===== config.mk =====
export PLATFORM = sky130hd
export DESIGN_NAME = sequencer_bridge
export DESIGN_NICKNAME = d
export VERILOG_FILES = /design/src/source/seq_bridge_pkg.sv /design/src/source/read_deserializer.sv /design/src/source/sequencer_bridge.sv /design/src/source/slot_serializer.sv
export SDC_FILE = /design/constraint.sdc
export NUM_CORES = 1
export LEC_CHECK = 0
export ABC_AREA = 1
export BUFFER_PORTS_ARGS = -buffer_cell sky130_fd_sc_hd__clkbuf_2
export CAP_MARGIN = 10
export CORE_MARGIN = 2
export CORE_UTILIZATION = 50
export DETAILED_ROUTE_END_ITERATION = 10
export HOLD_SLACK_MARGIN = 0.05
export PLACE_DENSITY = 0.84
export SLEW_MARGIN = 20
export SYNTH_ARGS = -nofsm -noshare
export SYNTH_HDL_FRONTEND = slang
export SYNTH_SLANG_ARGS = --single-unit

===== constraint.sdc =====
create_clock -name seq_clk -period 2.33 [get_ports seq_clk]
set_input_delay 0.1165 -clock seq_clk [delete_from_list [all_inputs] [get_ports seq_clk]]
set_output_delay 0.1165 -clock seq_clk [all_outputs]
set_load 0.1 [all_outputs]

===== src/source/seq_bridge_pkg.sv =====
/* Slot widths and types for one full-rate AFI slot; half-rate ports are slots_per_word wide.
   Read enable is a single bit per slot. */
package seq_bridge_pkg;

	// Full-rate AFI slot widths
	localparam int afi_address_width = 13;
	localparam int afi_bank_width    = 3;
	localparam int afi_cs_width      = 1;
	localparam int afi_cke_width     = 1;
	localparam int afi_odt_width     = 1;
	localparam int afi_control_width = 1;
	localparam int afi_data_width    = 16;
	localparam int afi_dqs_width     = 2;
	localparam int afi_dm_width      = 2;

	// Rate ratio between the sequencer and the AFI side
	localparam int slots_per_word = 2;

	// One full-rate command slot
	typedef struct packed {
		logic [afi_address_width-1:0] address;
		logic [afi_bank_width-1:0]    bank;
		logic [afi_cs_width-1:0]      cs_n;
		logic [afi_cke_width-1:0]     cke;
		logic [afi_odt_width-1:0]     odt;
		logic [afi_control_width-1:0] ras_n;
		logic [afi_control_width-1:0] cas_n;
		logic [afi_control_width-1:0] we_n;
		logic                         rdata_en;
	} cmd_slot_t;

	// One full-rate write slot
	typedef struct packed {
		logic [afi_dqs_width-1:0]  dqs_en;
		logic [afi_data_width-1:0] wdata;
		logic [afi_dqs_width-1:0]  wdata_valid;
		logic [afi_dm_width-1:0]   dm;
	} wr_slot_t;

	// One half-rate read word, first slot of the pair in the low half
	typedef logic [slots_per_word*afi_data_width-1:0] rd_word_t;

	// A NOP slot deselects the chip and keeps RAS, CAS and WE high
	localparam cmd_slot_t cmd_idle = '{
		address:  '0,
		bank:     '0,
		cs_n:     '1,
		cke:      '0,
		odt:      '0,
		ras_n:    '1,
		cas_n:    '1,
		we_n:     '1,
		rdata_en: 1'b0
	};

	localparam wr_slot_t wr_idle = '0;

endpackage


===== src/source/read_deserializer.sv =====
`timescale 1ns/100ps
/* Pairs full-rate read slots into half-rate words with no back-pressure.
   Pairing restarts at every burst; a lone trailing slot is dropped. */
module read_deserializer (
	input  logic                                      seq_clk,
	input  logic                                      reset_n_seq_clk,

	input  logic [seq_bridge_pkg::afi_data_width-1:0] slot_data,
	input  logic                                      slot_valid,

	output seq_bridge_pkg::rd_word_t                  word_data,
	output logic                                      word_valid
);

	// Set while the first slot of a pair is held
	logic                                      phase;
	logic [seq_bridge_pkg::afi_data_width-1:0] first_slot;
	logic                                      pair_done;

	assign pair_done = slot_valid & phase;

	// Any gap in valid realigns pairing to the next burst start
	always_ff @(posedge seq_clk or negedge reset_n_seq_clk)
	begin
		if (~reset_n_seq_clk)
		begin
			phase      <= 1'b0;
			word_valid <= 1'b0;
		end
		else
		begin
			if (slot_valid)
			begin
				phase <= ~phase;
			end
			else
			begin
				phase <= 1'b0;
			end
			word_valid <= pair_done;
		end
	end

	always_ff @(posedge seq_clk)
	begin
		if (slot_valid && !phase)
		begin
			first_slot <= slot_data;
		end
		// First slot of the pair lands in the low half
		if (pair_done)
		begin
			word_data <= {slot_data, first_slot};
		end
	end

endmodule


===== src/source/sequencer_bridge.sv =====
`timescale 1ns/100ps
/* Half-rate sequencer to full-rate AFI bridge in the seq_clk domain; low slot is sent first.
   Read data has no ready and must be taken as it arrives. */
module sequencer_bridge (
	input  logic seq_clk,
	input  logic reset_n_seq_clk,

	// Half-rate command pair from the sequencer
	input  logic seq_cmd_valid,
	output logic seq_cmd_ready,
	input  logic [seq_bridge_pkg::slots_per_word*seq_bridge_pkg::afi_address_width-1:0] seq_address,
	input  logic [seq_bridge_pkg::slots_per_word*seq_bridge_pkg::afi_bank_width-1:0]    seq_bank,
	input  logic [seq_bridge_pkg::slots_per_word*seq_bridge_pkg::afi_cs_width-1:0]      seq_cs_n,
	input  logic [seq_bridge_pkg::slots_per_word*seq_bridge_pkg::afi_cke_width-1:0]     seq_cke,
	input  logic [seq_bridge_pkg::slots_per_word*seq_bridge_pkg::afi_odt_width-1:0]     seq_odt,
	input  logic [seq_bridge_pkg::slots_per_word*seq_bridge_pkg::afi_control_width-1:0] seq_ras_n,
	input  logic [seq_bridge_pkg::slots_per_word*seq_bridge_pkg::afi_control_width-1:0] seq_cas_n,
	input  logic [seq_bridge_pkg::slots_per_word*seq_bridge_pkg::afi_control_width-1:0] seq_we_n,
	input  logic seq_rdata_en,

	// Half-rate write pair from the sequencer
	input  logic seq_wr_valid,
	output logic seq_wr_ready,
	input  logic [seq_bridge_pkg::slots_per_word*seq_bridge_pkg::afi_dqs_width-1:0]  seq_dqs_en,
	input  logic [seq_bridge_pkg::slots_per_word*seq_bridge_pkg::afi_data_width-1:0] seq_wdata,
	input  logic [seq_bridge_pkg::slots_per_word*seq_bridge_pkg::afi_dqs_width-1:0]  seq_wdata_valid,
	input  logic [seq_bridge_pkg::slots_per_word*seq_bridge_pkg::afi_dm_width-1:0]   seq_dm,

	// Half-rate read words to the sequencer
	output logic [seq_bridge_pkg::slots_per_word*seq_bridge_pkg::afi_data_width-1:0] seq_rdata,
	output logic seq_rdata_valid,

	// Full-rate command slot to the PHY
	output logic afi_cmd_valid,
	input  logic afi_cmd_ready,
	output logic [seq_bridge_pkg::afi_address_width-1:0] mux_address,
	output logic [seq_bridge_pkg::afi_bank_width-1:0]    mux_bank,
	output logic [seq_bridge_pkg::afi_cs_width-1:0]      mux_cs_n,
	output logic [seq_bridge_pkg::afi_cke_width-1:0]     mux_cke,
	output logic [seq_bridge_pkg::afi_odt_width-1:0]     mux_odt,
	output logic [seq_bridge_pkg::afi_control_width-1:0] mux_ras_n,
	output logic [seq_bridge_pkg::afi_control_width-1:0] mux_cas_n,
	output logic [seq_bridge_pkg::afi_control_width-1:0] mux_we_n,
	output logic mux_rdata_en,

	// Full-rate write slot to the PHY
	output logic afi_wr_valid,
	input  logic afi_wr_ready,
	output logic [seq_bridge_pkg::afi_dqs_width-1:0]  mux_dqs_en,
	output logic [seq_bridge_pkg::afi_data_width-1:0] mux_wdata,
	output logic [seq_bridge_pkg::afi_dqs_width-1:0]  mux_wdata_valid,
	output logic [seq_bridge_pkg::afi_dm_width-1:0]   mux_dm,

	// Full-rate read slots from the PHY
	input  logic [seq_bridge_pkg::afi_data_width-1:0] mux_rdata,
	input  logic mux_rdata_valid
);

	seq_bridge_pkg::cmd_slot_t cmd_low;
	seq_bridge_pkg::cmd_slot_t cmd_high;
	seq_bridge_pkg::cmd_slot_t cmd_out;
	seq_bridge_pkg::wr_slot_t  wr_low;
	seq_bridge_pkg::wr_slot_t  wr_high;
	seq_bridge_pkg::wr_slot_t  wr_out;

	// Lower bits of each half-rate field form the low slot
	assign cmd_low = '{
		address:  seq_address[0 +: seq_bridge_pkg::afi_address_width],
		bank:     seq_bank[0 +: seq_bridge_pkg::afi_bank_width],
		cs_n:     seq_cs_n[0 +: seq_bridge_pkg::afi_cs_width],
		cke:      seq_cke[0 +: seq_bridge_pkg::afi_cke_width],
		odt:      seq_odt[0 +: seq_bridge_pkg::afi_odt_width],
		ras_n:    seq_ras_n[0 +: seq_bridge_pkg::afi_control_width],
		cas_n:    seq_cas_n[0 +: seq_bridge_pkg::afi_control_width],
		we_n:     seq_we_n[0 +: seq_bridge_pkg::afi_control_width],
		rdata_en: seq_rdata_en
	};

	assign cmd_high = '{
		address:  seq_address[seq_bridge_pkg::afi_address_width +: seq_bridge_pkg::afi_address_width],
		bank:     seq_bank[seq_bridge_pkg::afi_bank_width +: seq_bridge_pkg::afi_bank_width],
		cs_n:     seq_cs_n[seq_bridge_pkg::afi_cs_width +: seq_bridge_pkg::afi_cs_width],
		cke:      seq_cke[seq_bridge_pkg::afi_cke_width +: seq_bridge_pkg::afi_cke_width],
		odt:      seq_odt[seq_bridge_pkg::afi_odt_width +: seq_bridge_pkg::afi_odt_width],
		ras_n:    seq_ras_n[seq_bridge_pkg::afi_control_width +: seq_bridge_pkg::afi_control_width],
		cas_n:    seq_cas_n[seq_bridge_pkg::afi_control_width +: seq_bridge_pkg::afi_control_width],
		we_n:     seq_we_n[seq_bridge_pkg::afi_control_width +: seq_bridge_pkg::afi_control_width],
		rdata_en: seq_rdata_en
	};

	assign wr_low = '{
		dqs_en:      seq_dqs_en[0 +: seq_bridge_pkg::afi_dqs_width],
		wdata:       seq_wdata[0 +: seq_bridge_pkg::afi_data_width],
		wdata_valid: seq_wdata_valid[0 +: seq_bridge_pkg::afi_dqs_width],
		dm:          seq_dm[0 +: seq_bridge_pkg::afi_dm_width]
	};

	assign wr_high = '{
		dqs_en:      seq_dqs_en[seq_bridge_pkg::afi_dqs_width +: seq_bridge_pkg::afi_dqs_width],
		wdata:       seq_wdata[seq_bridge_pkg::afi_data_width +: seq_bridge_pkg::afi_data_width],
		wdata_valid: seq_wdata_valid[seq_bridge_pkg::afi_dqs_width +: seq_bridge_pkg::afi_dqs_width],
		dm:          seq_dm[seq_bridge_pkg::afi_dm_width +: seq_bridge_pkg::afi_dm_width]
	};

	slot_serializer #(
		.slot_t    (seq_bridge_pkg::cmd_slot_t),
		.idle_slot (seq_bridge_pkg::cmd_idle)
	) u_cmd_serializer (
		.seq_clk         (seq_clk),
		.reset_n_seq_clk (reset_n_seq_clk),
		.in_valid        (seq_cmd_valid),
		.in_ready        (seq_cmd_ready),
		.in_low          (cmd_low),
		.in_high         (cmd_high),
		.out_valid       (afi_cmd_valid),
		.out_ready       (afi_cmd_ready),
		.out_slot        (cmd_out)
	);

	slot_serializer #(
		.slot_t    (seq_bridge_pkg::wr_slot_t),
		.idle_slot (seq_bridge_pkg::wr_idle)
	) u_wr_serializer (
		.seq_clk         (seq_clk),
		.reset_n_seq_clk (reset_n_seq_clk),
		.in_valid        (seq_wr_valid),
		.in_ready        (seq_wr_ready),
		.in_low          (wr_low),
		.in_high         (wr_high),
		.out_valid       (afi_wr_valid),
		.out_ready       (afi_wr_ready),
		.out_slot        (wr_out)
	);

	read_deserializer u_read_deserializer (
		.seq_clk         (seq_clk),
		.reset_n_seq_clk (reset_n_seq_clk),
		.slot_data       (mux_rdata),
		.slot_valid      (mux_rdata_valid),
		.word_data       (seq_rdata),
		.word_valid      (seq_rdata_valid)
	);

	assign mux_address  = cmd_out.address;
	assign mux_bank     = cmd_out.bank;
	assign mux_cs_n     = cmd_out.cs_n;
	assign mux_cke      = cmd_out.cke;
	assign mux_odt      = cmd_out.odt;
	assign mux_ras_n    = cmd_out.ras_n;
	assign mux_cas_n    = cmd_out.cas_n;
	assign mux_we_n     = cmd_out.we_n;
	assign mux_rdata_en = cmd_out.rdata_en;

	assign mux_dqs_en      = wr_out.dqs_en;
	assign mux_wdata       = wr_out.wdata;
	assign mux_wdata_valid = wr_out.wdata_valid;
	assign mux_dm          = wr_out.dm;

endmodule


===== src/source/slot_serializer.sv =====
`timescale 1ns/100ps
/* Sends an accepted slot pair as two full-rate slots, low first; one pair per two cycles at most.
   out_slot shows idle_slot while out_valid is low. */
module slot_serializer #(
	parameter type   slot_t    = logic,
	parameter slot_t idle_slot = '0
)(
	input  logic  seq_clk,
	input  logic  reset_n_seq_clk,

	input  logic  in_valid,
	output logic  in_ready,
	input  slot_t in_low,
	input  slot_t in_high,

	output logic  out_valid,
	input  logic  out_ready,
	output slot_t out_slot
);

	// Counts the slots of the current pair still to be taken and is 2 while the low slot shows
	logic  [1:0] slot_cnt;
	slot_t       cur_slot;
	slot_t       high_slot;
	logic        accept;
	logic        take;

	assign out_valid = (slot_cnt != 2'd0);
	assign take      = out_valid & out_ready;

	// A new pair may enter as the high slot of the previous one leaves
	assign in_ready = (slot_cnt == 2'd0) | ((slot_cnt == 2'd1) & out_ready);
	assign accept   = in_valid & in_ready;

	assign out_slot = out_valid ? cur_slot : idle_slot;

	always_ff @(posedge seq_clk or negedge reset_n_seq_clk)
	begin
		if (~reset_n_seq_clk)
		begin
			slot_cnt <= 2'd0;
		end
		else if (accept)
		begin
			slot_cnt <= 2'd2;
		end
		else if (take)
		begin
			slot_cnt <= slot_cnt - 2'd1;
		end
	end

	// Low slot goes straight to the output register, high slot waits its turn
	always_ff @(posedge seq_clk)
	begin
		if (accept)
		begin
			cur_slot  <= in_low;
			high_slot <= in_high;
		end
		else if (take && (slot_cnt == 2'd2))
		begin
			cur_slot <= high_slot;
		end
	end

endmodule


==> results of run 1 <==
## layer usage
| metal | part of all wire | wire length [µm] |
|---|---|---|
| met1 | 0.36 | 5180 |
| met3 | 0.071 | 1020 |
| met2 | 0.54 | 7770 |
| met5 | 0 | 0 |
| met4 | 0.026 | 366 |
## worst max path at each step
stage                                                  start                                       end  slack [ns]
detailed placement  u_cmd_serializer.slot_cnt[0]$_DFFE_PN0P_  u_cmd_serializer.high_slot[10]$_DFFE_PP_        0.35
finish              u_cmd_serializer.slot_cnt[0]$_DFFE_PN0P_                            mux_address[5]        0.09
CTS                 u_cmd_serializer.slot_cnt[0]$_DFFE_PN0P_                            mux_address[4]         0.1
floorplan           u_cmd_serializer.slot_cnt[0]$_DFFE_PN0P_    u_cmd_serializer.cur_slot[0]$_DFFE_PP_        0.01
global placement    u_cmd_serializer.slot_cnt[0]$_DFFE_PN0P_   u_cmd_serializer.high_slot[6]$_DFFE_PP_        0.45
global route        u_cmd_serializer.slot_cnt[0]$_DFFE_PN0P_                            mux_address[5]       0.006
## cell type report
type | instances | area [µm²] | share of cell area
clock buffer | 19 | 422 | 0.0496
clock inverter | 13 | 151 | 0.0178
inverter | 55 | 206 | 0.0243
multi-input combinational | 216 | 957 | 0.113
sequential | 144 | 4290 | 0.505
tap | 140 | 175 | 0.0206
timing repair buffer | 321 | 2300 | 0.271
## power groups by stage
stage	sequential [W]	combinational, W	clock [W]
floorplan	0.00395	0.00475	0
CTS	0.00379	0.00623	0.00263
global placement	0.00381	0.00594	0
finish	0.00380	0.00629	0.00261
global route	0.00384	0.00660	0.00278
detailed placement	0.00384	0.00605	0
## cells in the final DEF, fill, tap and decap left out
cell                            count
sky130_fd_sc_hd__clkbuf_8           1
sky130_fd_sc_hd__buf_12             6
sky130_fd_sc_hd__inv_8              1
sky130_fd_sc_hd__clkbuf_1           2
sky130_fd_sc_hd__dlygate4sd3_1    114
sky130_fd_sc_hd__inv_2              2
sky130_fd_sc_hd__ha_1               5
sky130_fd_sc_hd__bufinv_16          2
sky130_fd_sc_hd__nand2_1          107
sky130_fd_sc_hd__clkinvlp_4         3
sky130_fd_sc_hd__ha_2               1
sky130_fd_sc_hd__edfxtp_1         138
sky130_fd_sc_hd__inv_1             53
sky130_fd_sc_hd__inv_6              4
sky130_fd_sc_hd__or2_2              4
sky130_fd_sc_hd__clkinv_2           1
sky130_fd_sc_hd__clkbuf_16         16
sky130_fd_sc_hd__clkbuf_2         187
sky130_fd_sc_hd__buf_4             14
sky130_fd_sc_hd__clkinv_4           2
sky130_fd_sc_hd__nand2_2            2
sky130_fd_sc_hd__nand3_1           49
sky130_fd_sc_hd__dfrtp_1            6
sky130_fd_sc_hd__nand2_4            2
sky130_fd_sc_hd__nor2_1            46
## metrics by stage
stage          std cells  total power, W  instance area (µm²)
2_1_floorplan        432         0.00870                 5550
3_3_place_gp         762         0.00975                 6790
3_5_place_dp         762         0.00989                 6790
4_1_cts              908          0.0127                 8510
5_1_grt              908          0.0132                 8510
6_report             908          0.0127                 8510
## kinds of logic (layout without fill, tap and decap cells)
kind of cell             count (synthesis)  count (layout)
AND/OR/NAND/NOR                        210             210
flip-flops                             144             144
buffers and inverters                   72             408
adder cells (fa/ha/maj)                  6               6
## registers in the layout, summed over array words and instances, names as in the netlist
name	count
u_wr_serializer.slot_cnt	2
u_read_deserializer.first_slot	16
u_wr_serializer.cur_slot	22
u_wr_serializer.high_slot	22
u_read_deserializer.word_data	32
u_cmd_serializer.cur_slot	23
u_read_deserializer.word_valid	1
u_cmd_serializer.slot_cnt	2
u_read_deserializer.phase	1
u_cmd_serializer.high_slot	23
## worst max-delay path, delay by kind of cell (launching register included)
| kind | cells | cell delay, ns |
|---|---|---|
| buf+inv | 3 | 0.80 |
| flops | 1 | 0.38 |
| fa+ha+maj | 1 | 0.23 |
| simple gates | 1 | 0.20 |
## timing repair
item	in CTS	in global routing
hold buffers	114	0
resized for setup	0	1
endpoints found under the setup margin	0	1
endpoints found under the hold margin	133	0
==> flow_results.org, run 1 <==
** Timing
- Derived from the worst setup path, the maximum achievable clock frequency is 0.447 GHz.
- Max_slew headroom :: 0.613
- Of the available clock period, the critical path in the final layout requires 0.961.
- Summed over all failing endpoints, the final setup total negative slack is 0 ns.
- Setup repair after global routing left no endpoint under its margin.
- Final hold analysis gives a worst-case slack of approximately 0.31 ns.
- The clock arrives with 0.00962 ns of skew.
- Final critical-path setup slack :: ~0.09 ns
- The final number of max-transition violations came to 0.
- Slew at the pin with the worst max-slew slack :: around 0.58 ns
- The routed design could run at a clock period as short as around 2.2 ns.
- Setup violations remaining at the end of the flow were counted as 0.
- The hold violation count in the final report was 0.

** Global route
- Summed over all layers, the global routing overflow is 0.
- Met3 track demand over resource in global routing :: 0.0729
- For this run, the total global-route usage over all layers was measured as 0.245.
- Largest net degree at the start of global routing :: 34
- Global routing met2 resource utilization :: 0.448
- For this run, global-route usage on met1 was measured as 0.256.
- First-pass GRT wire length :: about 21 mm
- The number of antenna violations at the first check in global routing was 0.
- The layer flagged by global routing as most heavily used is met2.
- Number of global-route vias before repair :: between 4000 and 5000

** Clock tree
- Clock slew seen by the registers of the worst setup and hold paths :: 0.06 ns
- Clock tree sinks :: between 100 and 150
- In this run the deepest clock path goes through 2 buffers.
- Once the clock tree was built, the setup fixing pass inserted 0 buffers.
- The tree is rooted in a sky130_fd_sc_hd__clkbuf_8.
- TritonCTS built the clock tree.
- The later pin in the worst-skew pair is clocked with a latency of between 0.5 and 0.6 ns.
- Htree depth :: 4
- In this run, CTS created clock tree buffers numbering 17.

** Synth
- Leading cell type by number of instances after synthesis :: sky130_fd_sc_hd__edfxtp_1
- Combined area of all synthesized cells :: 0.00555 mm²
- After synthesis, the most frequently instantiated cells are 138 x sky130_fd_sc_hd__edfxtp_1, 107 x sky130_fd_sc_hd__nand2_1, 53 x sky130_fd_sc_hd__inv_1, 49 x sky130_fd_sc_hd__nand3_1, 46 x sky130_fd_sc_hd__nor2_1.
- Fraction of synthesized cell area in xor and xnor cells :: 0
- Largest area contributor in the netlist :: sky130_fd_sc_hd__edfxtp_1
- Synthesized netlist net count :: 550
- Synthesis instantiated 15 different standard cells from the library.
- Post-synthesis simple-gate area fraction :: 0.158
- After synthesis, the largest family of logic cells by area is simple AND/OR/NAND/NOR gates.
- Proportion of synthesized area in mux cells :: 0
- The area fraction in compound gates after synthesis is 0.
- Fraction of the mapped netlist area in adder cells :: 0.0135
- Largest cells by area after synthesis :: sky130_fd_sc_hd__edfxtp_1 75%, sky130_fd_sc_hd__nand2_1 7.2%, sky130_fd_sc_hd__nand3_1 4.4%
- Synthesized flop and latch total :: 144
- Number of standard cells after synthesis :: 432
- After synthesis, the share of flip-flops with an asynchronous set or reset is 0.0417.
- Averaged over all synthesized cells, the footprint is around 13 µm².
- The share of synthesized area in the top cell type comes to 0.746.
- Number of warnings printed during yosys synthesis :: 0
- The synthesized design contains between 100 and 150 enable-type register cells.
- Most frequently used flop master after synthesis :: sky130_fd_sc_hd__edfxtp_1
- For this run, the register share of the synthesized area comes to 0.773.

** Floorplanning
- Num rows :: 38
- Die Width :: ~110 µm
- The core region is between 0.01 and 0.015 mm².
- just under 200 I/O pins were placed.
- Die extent in y :: approximately 110 µm
- The initial utilization of the core area, before any placement, comes to 0.512.
- The die covers 0.0120 mm².

** Layout
- Counting the fill cells in the layout gives approximately 610.
- In the final design database the tool counted 873 nets.
- The area growth from synthesis to layout is 53.2%.
- Measured on the finished design, the core utilization comes to 0.785.
- The number of antenna diodes in the final layout is 0.
- Of the cells placed in the final design, the portion with a size suffix greater than 1 is 0.323.

** Detailed routing
- Initial detailed-routing violation count :: about 280
- The routed layout has ~4400 vias.
- DR WL/cell :: about 16 µm
- DRT Wirelength :: ~14 mm
- After detailed routing, the number of remaining DRC violations is 0.
- In the routed layout, each cell is associated on average with a via count of 4.82.
- The pre-antenna-repair detailed-routing pass consisted of 4 iterations.
- The count of nets left with antenna violations once routing finished came out at 0.

** Power and ir drop
- Share of power burned in registers :: 0.300
- In this run the static leakage power is 3.93 nW.
- Of the total power, the share spent switching nets is 0.499.
- Of the total power, the clock network draws 0.205.
- The analysis attributes to net switching a power of ~0.0063 W.
- For this design the ratio of total power to cell area is approximately 1500 mW/mm².
- The internal power of the cells totals 0.00636 W.
- Comb power frac :: 0.495
- IR analysis of the VDD net gives a maximum drop of 2040 µV.

** Hold path
- The worst hold path was traced through 2 stages.
- Endpoint of the worst hold-timing path :: u_cmd_serializer.high_slot[17]$_DFFE_PP_
- Origin of the worst min-delay path :: seq_address[20]
- Class of the tightest hold or removal check :: in -> reg

** Outcome
- The flow ran to the end, and the final reports show no timing, DRC or antenna violations.

** Worst setup path
- Endpoint type of the worst setup path :: output port
- Critical path's largest stage delay :: between 0.4 and 0.5 ns
- Kind of critical path :: reg -> out
- Req. time, crit path :: approximately 2.2 ns
- Worst reg2reg startpoint :: u_wr_serializer.slot_cnt[0]$_DFFE_PN0P_
- The largest individual stage delay along the critical path comes from the cell sky130_fd_sc_hd__clkbuf_2.
- Data arrival time of the critical path :: approximately 2.1 ns
- Worst R2R Setup Slack :: roughly 0.11 ns
- The endpoint identified for the worst register-to-register timing path is u_wr_serializer.slot_cnt[1]$_DFFE_PN0P_.
- Setup crit start kind :: flop
- Cells on worst reg2reg path :: 8
- Biggest fanout along the worst timing path :: 24
- Cell breakdown of the critical path :: inv_1, ha_1, buf_4, nor2_1, clkbuf_2

** Run
- The tool flagged a number of max-cap violations equal to 0.

** Place
- OpenSTA, run right after detailed placement, puts the worst setup slack at 0.346 ns.
- Gp weighted congestion :: 0.830
- IO buf count :: between 150 and 200
- Once detailed placement completed, the half-perimeter wirelength came to ~8.5 mm.
Power figures use the tool's default switching activity.
==> run 2, diff against run 1 <==
--- a/config.mk
+++ b/config.mk
@@ -5,7 +5,6 @@
 export SDC_FILE = /design/constraint.sdc
 export NUM_CORES = 1
 export LEC_CHECK = 0
-export ABC_AREA = 1
 export BUFFER_PORTS_ARGS = -buffer_cell sky130_fd_sc_hd__clkbuf_2
 export CAP_MARGIN = 10
 export CORE_MARGIN = 2
==> flow_results.org, run 2 <==
** Timing
- The final period demand of the worst path was 2.26 ns (was 2.24 ns).
- The slew of the pin with the lowest slew margin came to 0.574 ns (was 0.583 ns).
- The final setup skew came to 0.00467 ns (was 0.00962 ns).
- The final number of max-transition violations is 0 (unchanged).
- The final worst-path cycle share came to 0.972 (was 0.961).
- Count of final setup violators :: 0 (unchanged)
- Top achievable clock speed :: 0.442 GHz (was 0.447 GHz)
- Number of hold violations in the final report :: 0 (unchanged)
- RSZ-0062 raised after global routing :: false (unchanged)
- Setup Total Neg Slack :: 0 ns (unchanged)
- Max_slew headroom :: 0.619 (was 0.613)

** Synth
- The cell with the most instances after synthesis is sky130_fd_sc_hd__edfxtp_1 (unchanged).
- Post-synth EDFFs :: 138 (unchanged)
- Distinct cells, synth :: 25 (was 15)
- The biggest area consumer among synthesized cells is sky130_fd_sc_hd__edfxtp_1 (unchanged).
- The dominant register cell in the synthesized netlist was sky130_fd_sc_hd__edfxtp_1 (unchanged).
- The sequential area share after synthesis came to 0.767 (was 0.773).
- Top post-synthesis cells by count: 138 x sky130_fd_sc_hd__edfxtp_1, 43 x sky130_fd_sc_hd__nor2b_1, 38 x sky130_fd_sc_hd__mux2_4, 9 x sky130_fd_sc_hd__inv_1, 7 x sky130_fd_sc_hd__mux2_2 (was 138 x sky130_fd_sc_hd__edfxtp_1, 107 x sky130_fd_sc_hd__nand2_1, 53 x sky130_fd_sc_hd__inv_1, 49 x sky130_fd_sc_hd__nand3_1, 46 x sky130_fd_sc_hd__nor2_1).
- Largest cells by area after synthesis :: sky130_fd_sc_hd__edfxtp_1 74%, sky130_fd_sc_hd__mux2_4 10%, sky130_fd_sc_hd__nor2b_1 4.8% (was sky130_fd_sc_hd__edfxtp_1 75%, sky130_fd_sc_hd__nand2_1 7.2%, sky130_fd_sc_hd__nand3_1 4.4%)
- Synthesized netlist net count :: 406 (was 550)
- The async set-or-reset flop fraction in the synthesized netlist is 0.0417 (unchanged).
- The count of synthesis-stage warnings from yosys was 0 (unchanged).
- The share of the synthesized area in the top cell type came to 0.740 (was 0.746).
- The gate count after technology mapping was 288 (was 432).
- The number of synthesized register bits is 144 (unchanged).
- The area of the mapped netlist is 0.00560 mm² (was 0.00555 mm²).
- The mean instance size in the synthesized netlist is 19.4 µm² (was 12.9 µm²).

** Layout
- Most frequent standard cell in the layout excluding fill and tap cells :: sky130_fd_sc_hd__clkbuf_2 (unchanged)
- Regs by FF count: u_read_deserializer.word_data (32), u_cmd_serializer.cur_slot (23), u_cmd_serializer.high_slot (23) (unchanged).
- Register containing the most flip-flops in the final layout :: u_read_deserializer.word_data (unchanged)
- Final-layout fill cell count :: 580 (was 608)
- The signed area change from the synthesized netlist to the final layout came to 50.6% (was 53.2%).
- Total number of nets in the final design :: 730 (was 873)
- Share of final-layout standard cells stronger than drive strength 1 :: 0.461 (was 0.323)
- Number of flip-flops under the largest register name :: 32 (unchanged)
- Most frequent cells in the layout: 184 x sky130_fd_sc_hd__clkbuf_2, 138 x sky130_fd_sc_hd__edfxtp_1, 112 x sky130_fd_sc_hd__dlygate4sd3_1 (was 187 x sky130_fd_sc_hd__clkbuf_2, 138 x sky130_fd_sc_hd__edfxtp_1, 114 x sky130_fd_sc_hd__dlygate4sd3_1).
- Ant. Diodes :: 0 (unchanged)
- The share of the core filled with cells in the final layout came to 0.774 (was 0.785).

** Power and ir drop
- Internal Dissipation :: 0.00638 W (was 0.00636 W)
- Switching power :: 0.00604 W (was 0.00634 W)
- Clock share of power :: 0.196 (was 0.205)
- Worst VDD drop :: 904 µV (was 2040 µV)
- The share of total power in sequential cells came to 0.304 (was 0.300).
- P per Cell Area :: 1470 mW/mm² (was 1490 mW/mm²)
- Static power due to leakage :: 3.61 nW (was 3.93 nW)
- Share of total power consumed by net switching :: 0.486 (was 0.499)
- Comb power frac :: 0.500 (was 0.495)

** Clock tree
- The maximum buffer depth of the clock tree is 2 (unchanged).
- Clock slew seen by the registers of the worst setup and hold paths :: 0.06 ns (about the same)
- The number of clock buffers inserted by TritonCTS is 17 (unchanged).
- Clock tree sinks :: 144 (unchanged)
- The depth of the CTS H-tree is 4 (unchanged).
- CTS tree :: built (unchanged)
- Clock insertion delay at the later pin of the skew report :: 0.52 ns (about the same)
- CTS Root Cell :: sky130_fd_sc_hd__clkbuf_8 (unchanged)

** Worst setup path
- Req. time, crit path :: 2.21 ns (about the same)
- Critical Path Slowest Stage Cell :: sky130_fd_sc_hd__clkbuf_2 (unchanged)
- The nature of the critical path startpoint is a flop (unchanged).
- Cell family with the largest share of critical-path delay :: buffers and inverters (unchanged)
- Cell breakdown of the critical path :: inv_1, ha_1, buf_4, nor2b_1, clkbuf_2 (was inv_1, ha_1, buf_4, nor2_1, clkbuf_2)
- The largest driver fanout on the critical path was 20 (was 24).
- Data arrival time of the critical path :: 2.15 ns (was 2.12 ns)
- The kind of end point of the critical path is an output port (unchanged).
- Worst R2R Setup Slack :: 0.41 ns (was 0.11 ns)
- The class of the most critical setup path is reg -> out (unchanged).
- Combined buffer and inverter count along the critical path :: 3 (unchanged)
- The delay contributed by the slowest stage of the critical path is 0.49 ns (about the same).

** Place
- IO buf count :: 193 (unchanged)
- Gp weighted congestion :: 0.801 (was 0.830)
- The half-perimeter wire length of the detailed placement result is 7.72 mm (was 8.50 mm).

** Detailed routing
- The routed wire length came to 13.1 mm (was 14.3 mm).
- The final routed wire length divided by cell count was 17.2 µm (was 15.8 µm).
- Number of vias per cell :: 4.81 (was 4.82)
- Total via count in the routed design :: 3683 (was 4374)
- Initial detailed-routing violation count :: 151 (was 277)
- The first-pass iteration count of the detailed router is 6 (was 4).
- Residual antenna-violating net count after detailed routing :: 0 (unchanged)
- The DRC violation count after routing is 0 (unchanged).

** Global route
- The total grt overflow came to 0 (unchanged).
- Number of antenna violations at the first check in global routing :: 0 (unchanged)
- Gr usage total :: 0.223 (was 0.245)
- The via count of the first global-routing pass is 3909 (was 4476).
- Largest net degree at the start of global routing :: 34 (unchanged)
- First-pass GRT wire length :: 19.4 mm (was 21.3 mm)

** Floorplanning
- Die ar. :: 0.0121 mm² (was 0.0120 mm²)
- The number of core rows came to 38 (unchanged).
- The width of the chip came to 110 µm (was 109 µm).
- The starting density of the core came to 0.514 (was 0.512).
- Die extent in y :: 110 µm (was 109 µm)
- Placeable core area :: 0.0109 mm² (was 0.0108 mm²)
- # IOs :: 194 (unchanged)

** Hold path
- The class of the tightest hold or removal check was in -> reg (unchanged).

** Outcome
- Outcome :: completed (unchanged)

** Run
- The reported max-cap violation count came to 0 (unchanged).
run 2: cell types whose count changed after synthesis, moves of 4 or more:
cell                      delta
sky130_fd_sc_hd__mux2_4     +38
sky130_fd_sc_hd__nor2b_1    +43
sky130_fd_sc_hd__buf_4       -4
sky130_fd_sc_hd__nor2_1     -45
sky130_fd_sc_hd__o21ai_0     +6
sky130_fd_sc_hd__mux2_2      +7
sky130_fd_sc_hd__nand3_1    -49
sky130_fd_sc_hd__inv_1      -44
sky130_fd_sc_hd__nand2_1   -101
run 2: layout make-up:
class                           instances  area, µm²  share of cell area
Clock buffer                           17        414              0.0491
Clock inverter                         15        120              0.0142
Inverter                                9       33.8             0.00401
Multi-Input combinational cell        125       1210               0.143
Sequential cell                       144       4290               0.509
Tap cell                              140        175              0.0208
Timing Repair Buffer                  315       2190               0.259
run 2: through the flow:
step | total power, W | instance area (µm²) | setup slack [ns] | hold WS [ns] | instances
global placement | 0.00968 | 6780 | 0.512 | -0.0236 | 621
finish | 0.0124 | 8430 | 0.0662 | 0.0774 | 765
detailed placement | 0.00983 | 6780 | 0.416 | -0.0285 | 621
CTS | 0.0124 | 8430 | 0.0611 | 0.0554 | 765
floorplan | 0.00879 | 5600 | -0.147 | -0.179 | 288
global route | 0.0128 | 8430 | 0.000934 | 0.0671 | 765
run 2: final timing paths:
check                                                              from                                          end  depth (start not counted)
setup reg to reg                u_wr_serializer.slot_cnt[0]$_DFFE_PN0P_        u_wr_serializer.cur_slot[0]$_DFFE_PP_                          5
min in group asynchronous                               reset_n_seq_clk     u_cmd_serializer.slot_cnt[0]$_DFFE_PN0P_                          3
setup / recovery                u_wr_serializer.slot_cnt[0]$_DFFE_PN0P_                                 mux_wdata[6]                          5
hold reg to reg            u_read_deserializer.first_slot[12]$_DFFE_PP_  u_read_deserializer.word_data[12]$_DFFE_PP_                          0
max in group asynchronous                               reset_n_seq_clk     u_read_deserializer.word_valid$_DFF_PN0_                          3
hold / removal                                          mux_rdata_valid          u_read_deserializer.phase$_DFF_PN0_                          3
run 2: timing repair:
| action | 4_1_cts | 5_1_grt |
|---|---|---|
| resized for setup | 0 | 4 |
| hold buffers | 112 | 0 |
| endpoints found under the hold margin | 132 | 0 |
| setup endpoints to repair | 0 | 4 |
| buffers inserted | 0 | 0 |
run 2: cell families after synthesis:
group / Yosys count / synth area share
AOI/OAI and AO/OA: 13 / 0.0179
adders and majority gates: 6 / 0.0134
buffers and inverters: 19 / 0.0185
DFF: 144 / 0.767
muxes: 46 / 0.118
and+or+nand+nor: 60 / 0.0655
run 2: power groups by stage:
stage	registers (W)	logic (W)	clock network, W
floorplan	0.00391	0.00489	0
global placement	0.00377	0.00591	0
detailed placement	0.00381	0.00601	0
CTS	0.00376	0.00619	0.00247
global route	0.00382	0.00641	0.00260
finish	0.00378	0.00621	0.00243
run 2: worst reg2reg max path: stages (launching register included):
cell and delay, ns:
sky130_fd_sc_hd__dfrtp_1 0.40, sky130_fd_sc_hd__inv_1 0.10, sky130_fd_sc_hd__ha_1 0.24, sky130_fd_sc_hd__a21o_4 0.22
sky130_fd_sc_hd__nand2_4 0.32, sky130_fd_sc_hd__mux2_2 0.40
run 2: layer usage:
| layer | vias to the layer above | wire length (µm) | GRT usage |
|---|---|---|---|
| li1 | 1722 | - | - |
| met1 | 1768 | 4790 | 0.236 |
| met2 | 158 | 7220 | 0.404 |
| met3 | 35 | 715 | 0.0622 |
| met4 | 0 | 402 | 0.108 |
| met5 | - | 0 | 0 |
==> run 3, diff against run 2 <==
--- a/config.mk
+++ b/config.mk
@@ -10,9 +10,9 @@
 export CORE_MARGIN = 2
 export CORE_UTILIZATION = 50
 export DETAILED_ROUTE_END_ITERATION = 10
-export HOLD_SLACK_MARGIN = 0.05
 export PLACE_DENSITY = 0.84
 export SLEW_MARGIN = 20
 export SYNTH_ARGS = -nofsm -noshare
 export SYNTH_HDL_FRONTEND = slang
+export SYNTH_HIERARCHICAL = 1
 export SYNTH_SLANG_ARGS = --single-unit
==> constraint.sdc (replaced) <==
create_clock -name seq_clk -period 2.33 [get_ports seq_clk]
set_input_delay 0.466 -clock seq_clk [delete_from_list [all_inputs] [get_ports seq_clk]]
set_output_delay 0.466 -clock seq_clk [all_outputs]
set_load 0.1 [all_outputs]
==> flow_results.org, run 3 <==
** Synth
- The cell with the most instances after synthesis is sky130_fd_sc_hd__edfxtp_1 (unchanged).
- Number of standard cells after synthesis :: 286 (was 288)
- Post-synth EDFFs :: 138 (unchanged)
- The number of distinct library cells after synthesis came to 23 (was 25).
- Combined area of all synthesized cells :: 0.00560 mm² (about the same)
- The synthesized netlist net count is 404 (was 406).
- Largest cells by area after synthesis: sky130_fd_sc_hd__edfxtp_1 74%, sky130_fd_sc_hd__mux2_4 10%, sky130_fd_sc_hd__nor2b_1 4.8% (unchanged).
- Avg Cell Area, Syn :: 19.6 µm² (was 19.4 µm²)
- The sequential area share after synthesis came to 0.766 (was 0.767).
- Most frequently used flop master after synthesis :: sky130_fd_sc_hd__edfxtp_1 (unchanged)
- The async set-or-reset flop fraction in the synthesized netlist was 0.0417 (unchanged).
- Largest area contributor in the netlist :: sky130_fd_sc_hd__edfxtp_1 (unchanged)
- Synthesized flop and latch total :: 144 (unchanged)
- The share of the synthesized area in the top cell type is 0.739 (was 0.740).
- Top post-synthesis cells by count: 138 x sky130_fd_sc_hd__edfxtp_1, 43 x sky130_fd_sc_hd__nor2b_1, 38 x sky130_fd_sc_hd__mux2_4, 10 x sky130_fd_sc_hd__inv_1, 7 x sky130_fd_sc_hd__mux2_2 (was 138 x sky130_fd_sc_hd__edfxtp_1, 43 x sky130_fd_sc_hd__nor2b_1, 38 x sky130_fd_sc_hd__mux2_4, 9 x sky130_fd_sc_hd__inv_1, 7 x sky130_fd_sc_hd__mux2_2).
- Number of warnings printed during yosys synthesis :: 6 (was 0)

** Outcome
- Outcome :: completed (unchanged)

** Floorplanning
- The number of core rows came to 38 (unchanged).
- Placeable core area :: 0.0109 mm² (unchanged)
- The die boundary height came to 110 µm (about the same).
- Die ar. :: 0.0121 mm² (about the same)
- Effective utilization at floorplan :: 0.515 (was 0.514)
- The width of the chip was 110 µm (about the same).
- The number of primary I/O pins is 194 (unchanged).

** Detailed routing
- Number of detailed-route iterations in the first pass :: 4 (was 6)
- DRT Wirelength :: 12.0 mm (was 13.1 mm)
- The DRC violation count after routing was 0 (unchanged).
- The total via count in the routed design was 3211 (was 3683).
- Initial detailed-routing violation count :: 153 (was 151)
- The average vias per placed instance was 4.89 (was 4.81).
- Residual antenna-violating net count after detailed routing :: 0 (unchanged)
- The final routed wire length divided by cell count was 18.2 µm (was 17.2 µm).

** Layout
- The area of the multi-input gates is 0.00129 mm² (was 0.00121 mm²).
- Final-layout fill cell count :: 618 (was 580)
- Register containing the most flip-flops in the final layout :: u_read_deserializer/word_data (was u_read_deserializer.word_data)
- Total number of nets in the final design :: 619 (was 730)
- Regs by FF count :: u_read_deserializer/word_data (32), u_cmd_serializer/cur_slot (23), u_cmd_serializer/high_slot (23) (was u_read_deserializer.word_data (32), u_cmd_serializer.cur_slot (23), u_cmd_serializer.high_slot (23))
- P&R area growth vs syn :: 46.9% (was 50.6%)
- Most frequent cells in the layout :: 144 x sky130_fd_sc_hd__clkbuf_2, 138 x sky130_fd_sc_hd__edfxtp_1, 50 x sky130_fd_sc_hd__buf_12 (was 184 x sky130_fd_sc_hd__clkbuf_2, 138 x sky130_fd_sc_hd__edfxtp_1, 112 x sky130_fd_sc_hd__dlygate4sd3_1)
- Share of final-layout standard cells stronger than drive strength 1 :: 0.617 (was 0.461)
- Final design area excluding fillers :: 0.00823 mm² (was 0.00843 mm²)
- Footprint of the flip-flops and latches :: 0.00429 mm² (unchanged)
- Utilization of the core after routing :: 0.756 (was 0.774)
- Number of flip-flops under the largest register name :: 32 (unchanged)
- The most frequent standard cell in the layout excluding fill and tap cells was sky130_fd_sc_hd__clkbuf_2 (unchanged).

** Place
- Final HPWL DP :: 8.53 mm (was 7.72 mm)
- The area after detailed placement was 0.00748 mm² (was 0.00678 mm²).
- Gp weighted congestion :: 0.732 (was 0.801)
- The count of buffers inserted at the top-level ports came to 193 (unchanged).

** Global route
- Gr usage total :: 0.208 (was 0.223)
- The first-pass GRT wire length is 17.6 mm (was 19.4 mm).
- Number of antenna violations at the first check in global routing :: 2 (was 0)
- Number of global-route vias before repair :: 3443 (was 3909)
- Overflow left after global routing :: 0 (unchanged)
- The maximum number of pins on one net before global-route repair is 34 (unchanged).

** Worst setup path
- Req. time, crit path :: 1.86 ns (was 2.21 ns)
- Kind of critical path :: reg -> out (unchanged)
- The nature of the critical path startpoint was a flop (unchanged).
- The kind of end point of the critical path is an output port (unchanged).
- The signal arrival time at the worst endpoint was 1.78 ns (was 2.15 ns).
- The critical path's slowest cell is sky130_fd_sc_hd__dfrtp_1 (was sky130_fd_sc_hd__clkbuf_2).
- Cell breakdown of the critical path: inv_2, ha_4, buf_6, or2_2, buf_12 (was inv_1, ha_1, buf_4, nor2b_1, clkbuf_2).
- The delay contributed by the slowest stage of the critical path came to 0.37 ns (was 0.49 ns).
- The largest driver fanout on the critical path is 15 (was 20).

** Clock tree
- Bufs on Longest Clock Path :: 2 (unchanged)
- The depth of the CTS H-tree is 4 (unchanged).
- Clock slew seen by the registers of the worst setup and hold paths :: 0.06 ns (about the same)
- Clock insertion delay at the later pin of the skew report :: 0.52 ns (about the same)
- CTS Root Cell :: sky130_fd_sc_hd__clkbuf_8 (unchanged)
- The clock tree from TritonCTS is built (unchanged).
- The number of clock buffers inserted by TritonCTS is 17 (unchanged).
- The number of sinks handled by clock tree synthesis came to 144 (unchanged).

** Timing
- The final number of max-transition violations is 0 (unchanged).
- The final count of negative-setup-slack endpoints was 0 (unchanged).
- Top achievable clock speed :: 0.445 GHz (was 0.442 GHz)
- Number of hold violations in the final report :: 0 (unchanged)
- RSZ-0062 raised after global routing: false (unchanged).
- The final hold slack is 0.113 ns (was 0.0774 ns).
- The final period demand of the worst path was 2.25 ns (was 2.26 ns).
- Slew at the pin with the worst max-slew slack :: 0.869 ns (was 0.574 ns)
- Post-route clock skew :: 0.00764 ns (was 0.00467 ns)
- The headroom to the max-slew limit came to 0.420 (was 0.619).
- Share of the clock period used by the worst path :: 0.965 (was 0.972)

** Hold path
- The class of the tightest hold or removal check is in -> reg (unchanged).

** Run
- Max-cap check violation count :: 0 (unchanged)
-- run 3: cell types whose count changed after synthesis, moves of 2 or more --
cell	change
sky130_fd_sc_hd__nand2_1	-4
sky130_fd_sc_hd__and2_1	-2
sky130_fd_sc_hd__a31oi_1	+2
sky130_fd_sc_hd__a211oi_1	+2
sky130_fd_sc_hd__o21ai_0	-2
-- run 3: timing repair --
action                                  CTS  global route
gates cloned                              0             1
hold endpoints to repair                  6             0
hold buffers                              1             0
endpoints found under the setup margin   44            37
setup buffers                             3             1
gates resized for setup                  25             8
-- run 3: layout make-up --
type,instances,share of cell area
clock buffer,23,0.0555
clock inverter,9,0.0161
multi-input combinational,122,0.157
antenna,2,0.000608
inverter,10,0.00456
sequential,144,0.522
timing repair buffer,206,0.223
tap,140,0.0213
-- run 3: logic make-up after synthesis --
logic type / Yosys count / share of synthesized area
AO/OA/AOI/OAI: 14 / 0.0188
adder cells (fa/ha/maj): 6 / 0.0134
buffers and inverters: 20 / 0.0192
flip-flops: 144 / 0.766
multiplexers: 47 / 0.119
AND/OR/NAND/NOR: 55 / 0.0630
-- run 3: final timing paths --
kind | start | end | slack, ns | depth (start not counted)
hold reg to reg | u_read_deserializer/first_slot[5]$_DFFE_PP_ | u_read_deserializer/word_data[5]$_DFFE_PP_ | 0.42 | 0
setup reg to reg | u_wr_serializer/slot_cnt[0]$_DFFE_PN0P_ | u_wr_serializer/cur_slot[7]$_DFFE_PP_ | 0.27 | 6
hold / removal | seq_ras_n[1] | u_cmd_serializer/high_slot[3]$_DFFE_PP_ | 0.11 | 1
setup / recovery | u_cmd_serializer/slot_cnt[0]$_DFFE_PN0P_ | mux_ras_n | 0.08 | 5
min in group asynchronous | reset_n_seq_clk | u_wr_serializer/slot_cnt[0]$_DFFE_PN0P_ | 0.32 | 2
max in group asynchronous | reset_n_seq_clk | u_cmd_serializer/slot_cnt[1]$_DFFE_PN0P_ | 1.84 | 2
-- run 3: per-layer routing --
metal	share of wire	GRT usage	vias to the layer above
met4	0.015	0.0868	0
met5	0	0	-
met3	0.10	0.119	16
li1	-	-	1506
met2	0.54	0.360	140
met1	0.35	0.203	1549
-- run 3: per-stage QoR --
step / setup TNS, ns / setup slack [ns] / cells
final: 0 / 0.0810 / 656
after global routing: 0 / 0.00517 / 654
after CTS: 0 / 0.00329 / 652
after detailed placement: 0 / 0.364 / 616
after global placement: 0 / 0.469 / 616
after floorplan: -16.39 / -0.502 / 286
-- run 3: critical path: cells and delay by family, from the launching register on --
| family | cells | cell delay (ns) |
|---|---|---|
| buffers and inverters | 3 | 0.38 |
| DFF | 1 | 0.37 |
| and+or+nand+nor | 1 | 0.32 |
| adders and majority gates | 1 | 0.17 |
Power of run 3 is left out: the tool's default activity adds up to more than one toggle a clock period on the data nets, which glitch-free logic cannot reach.
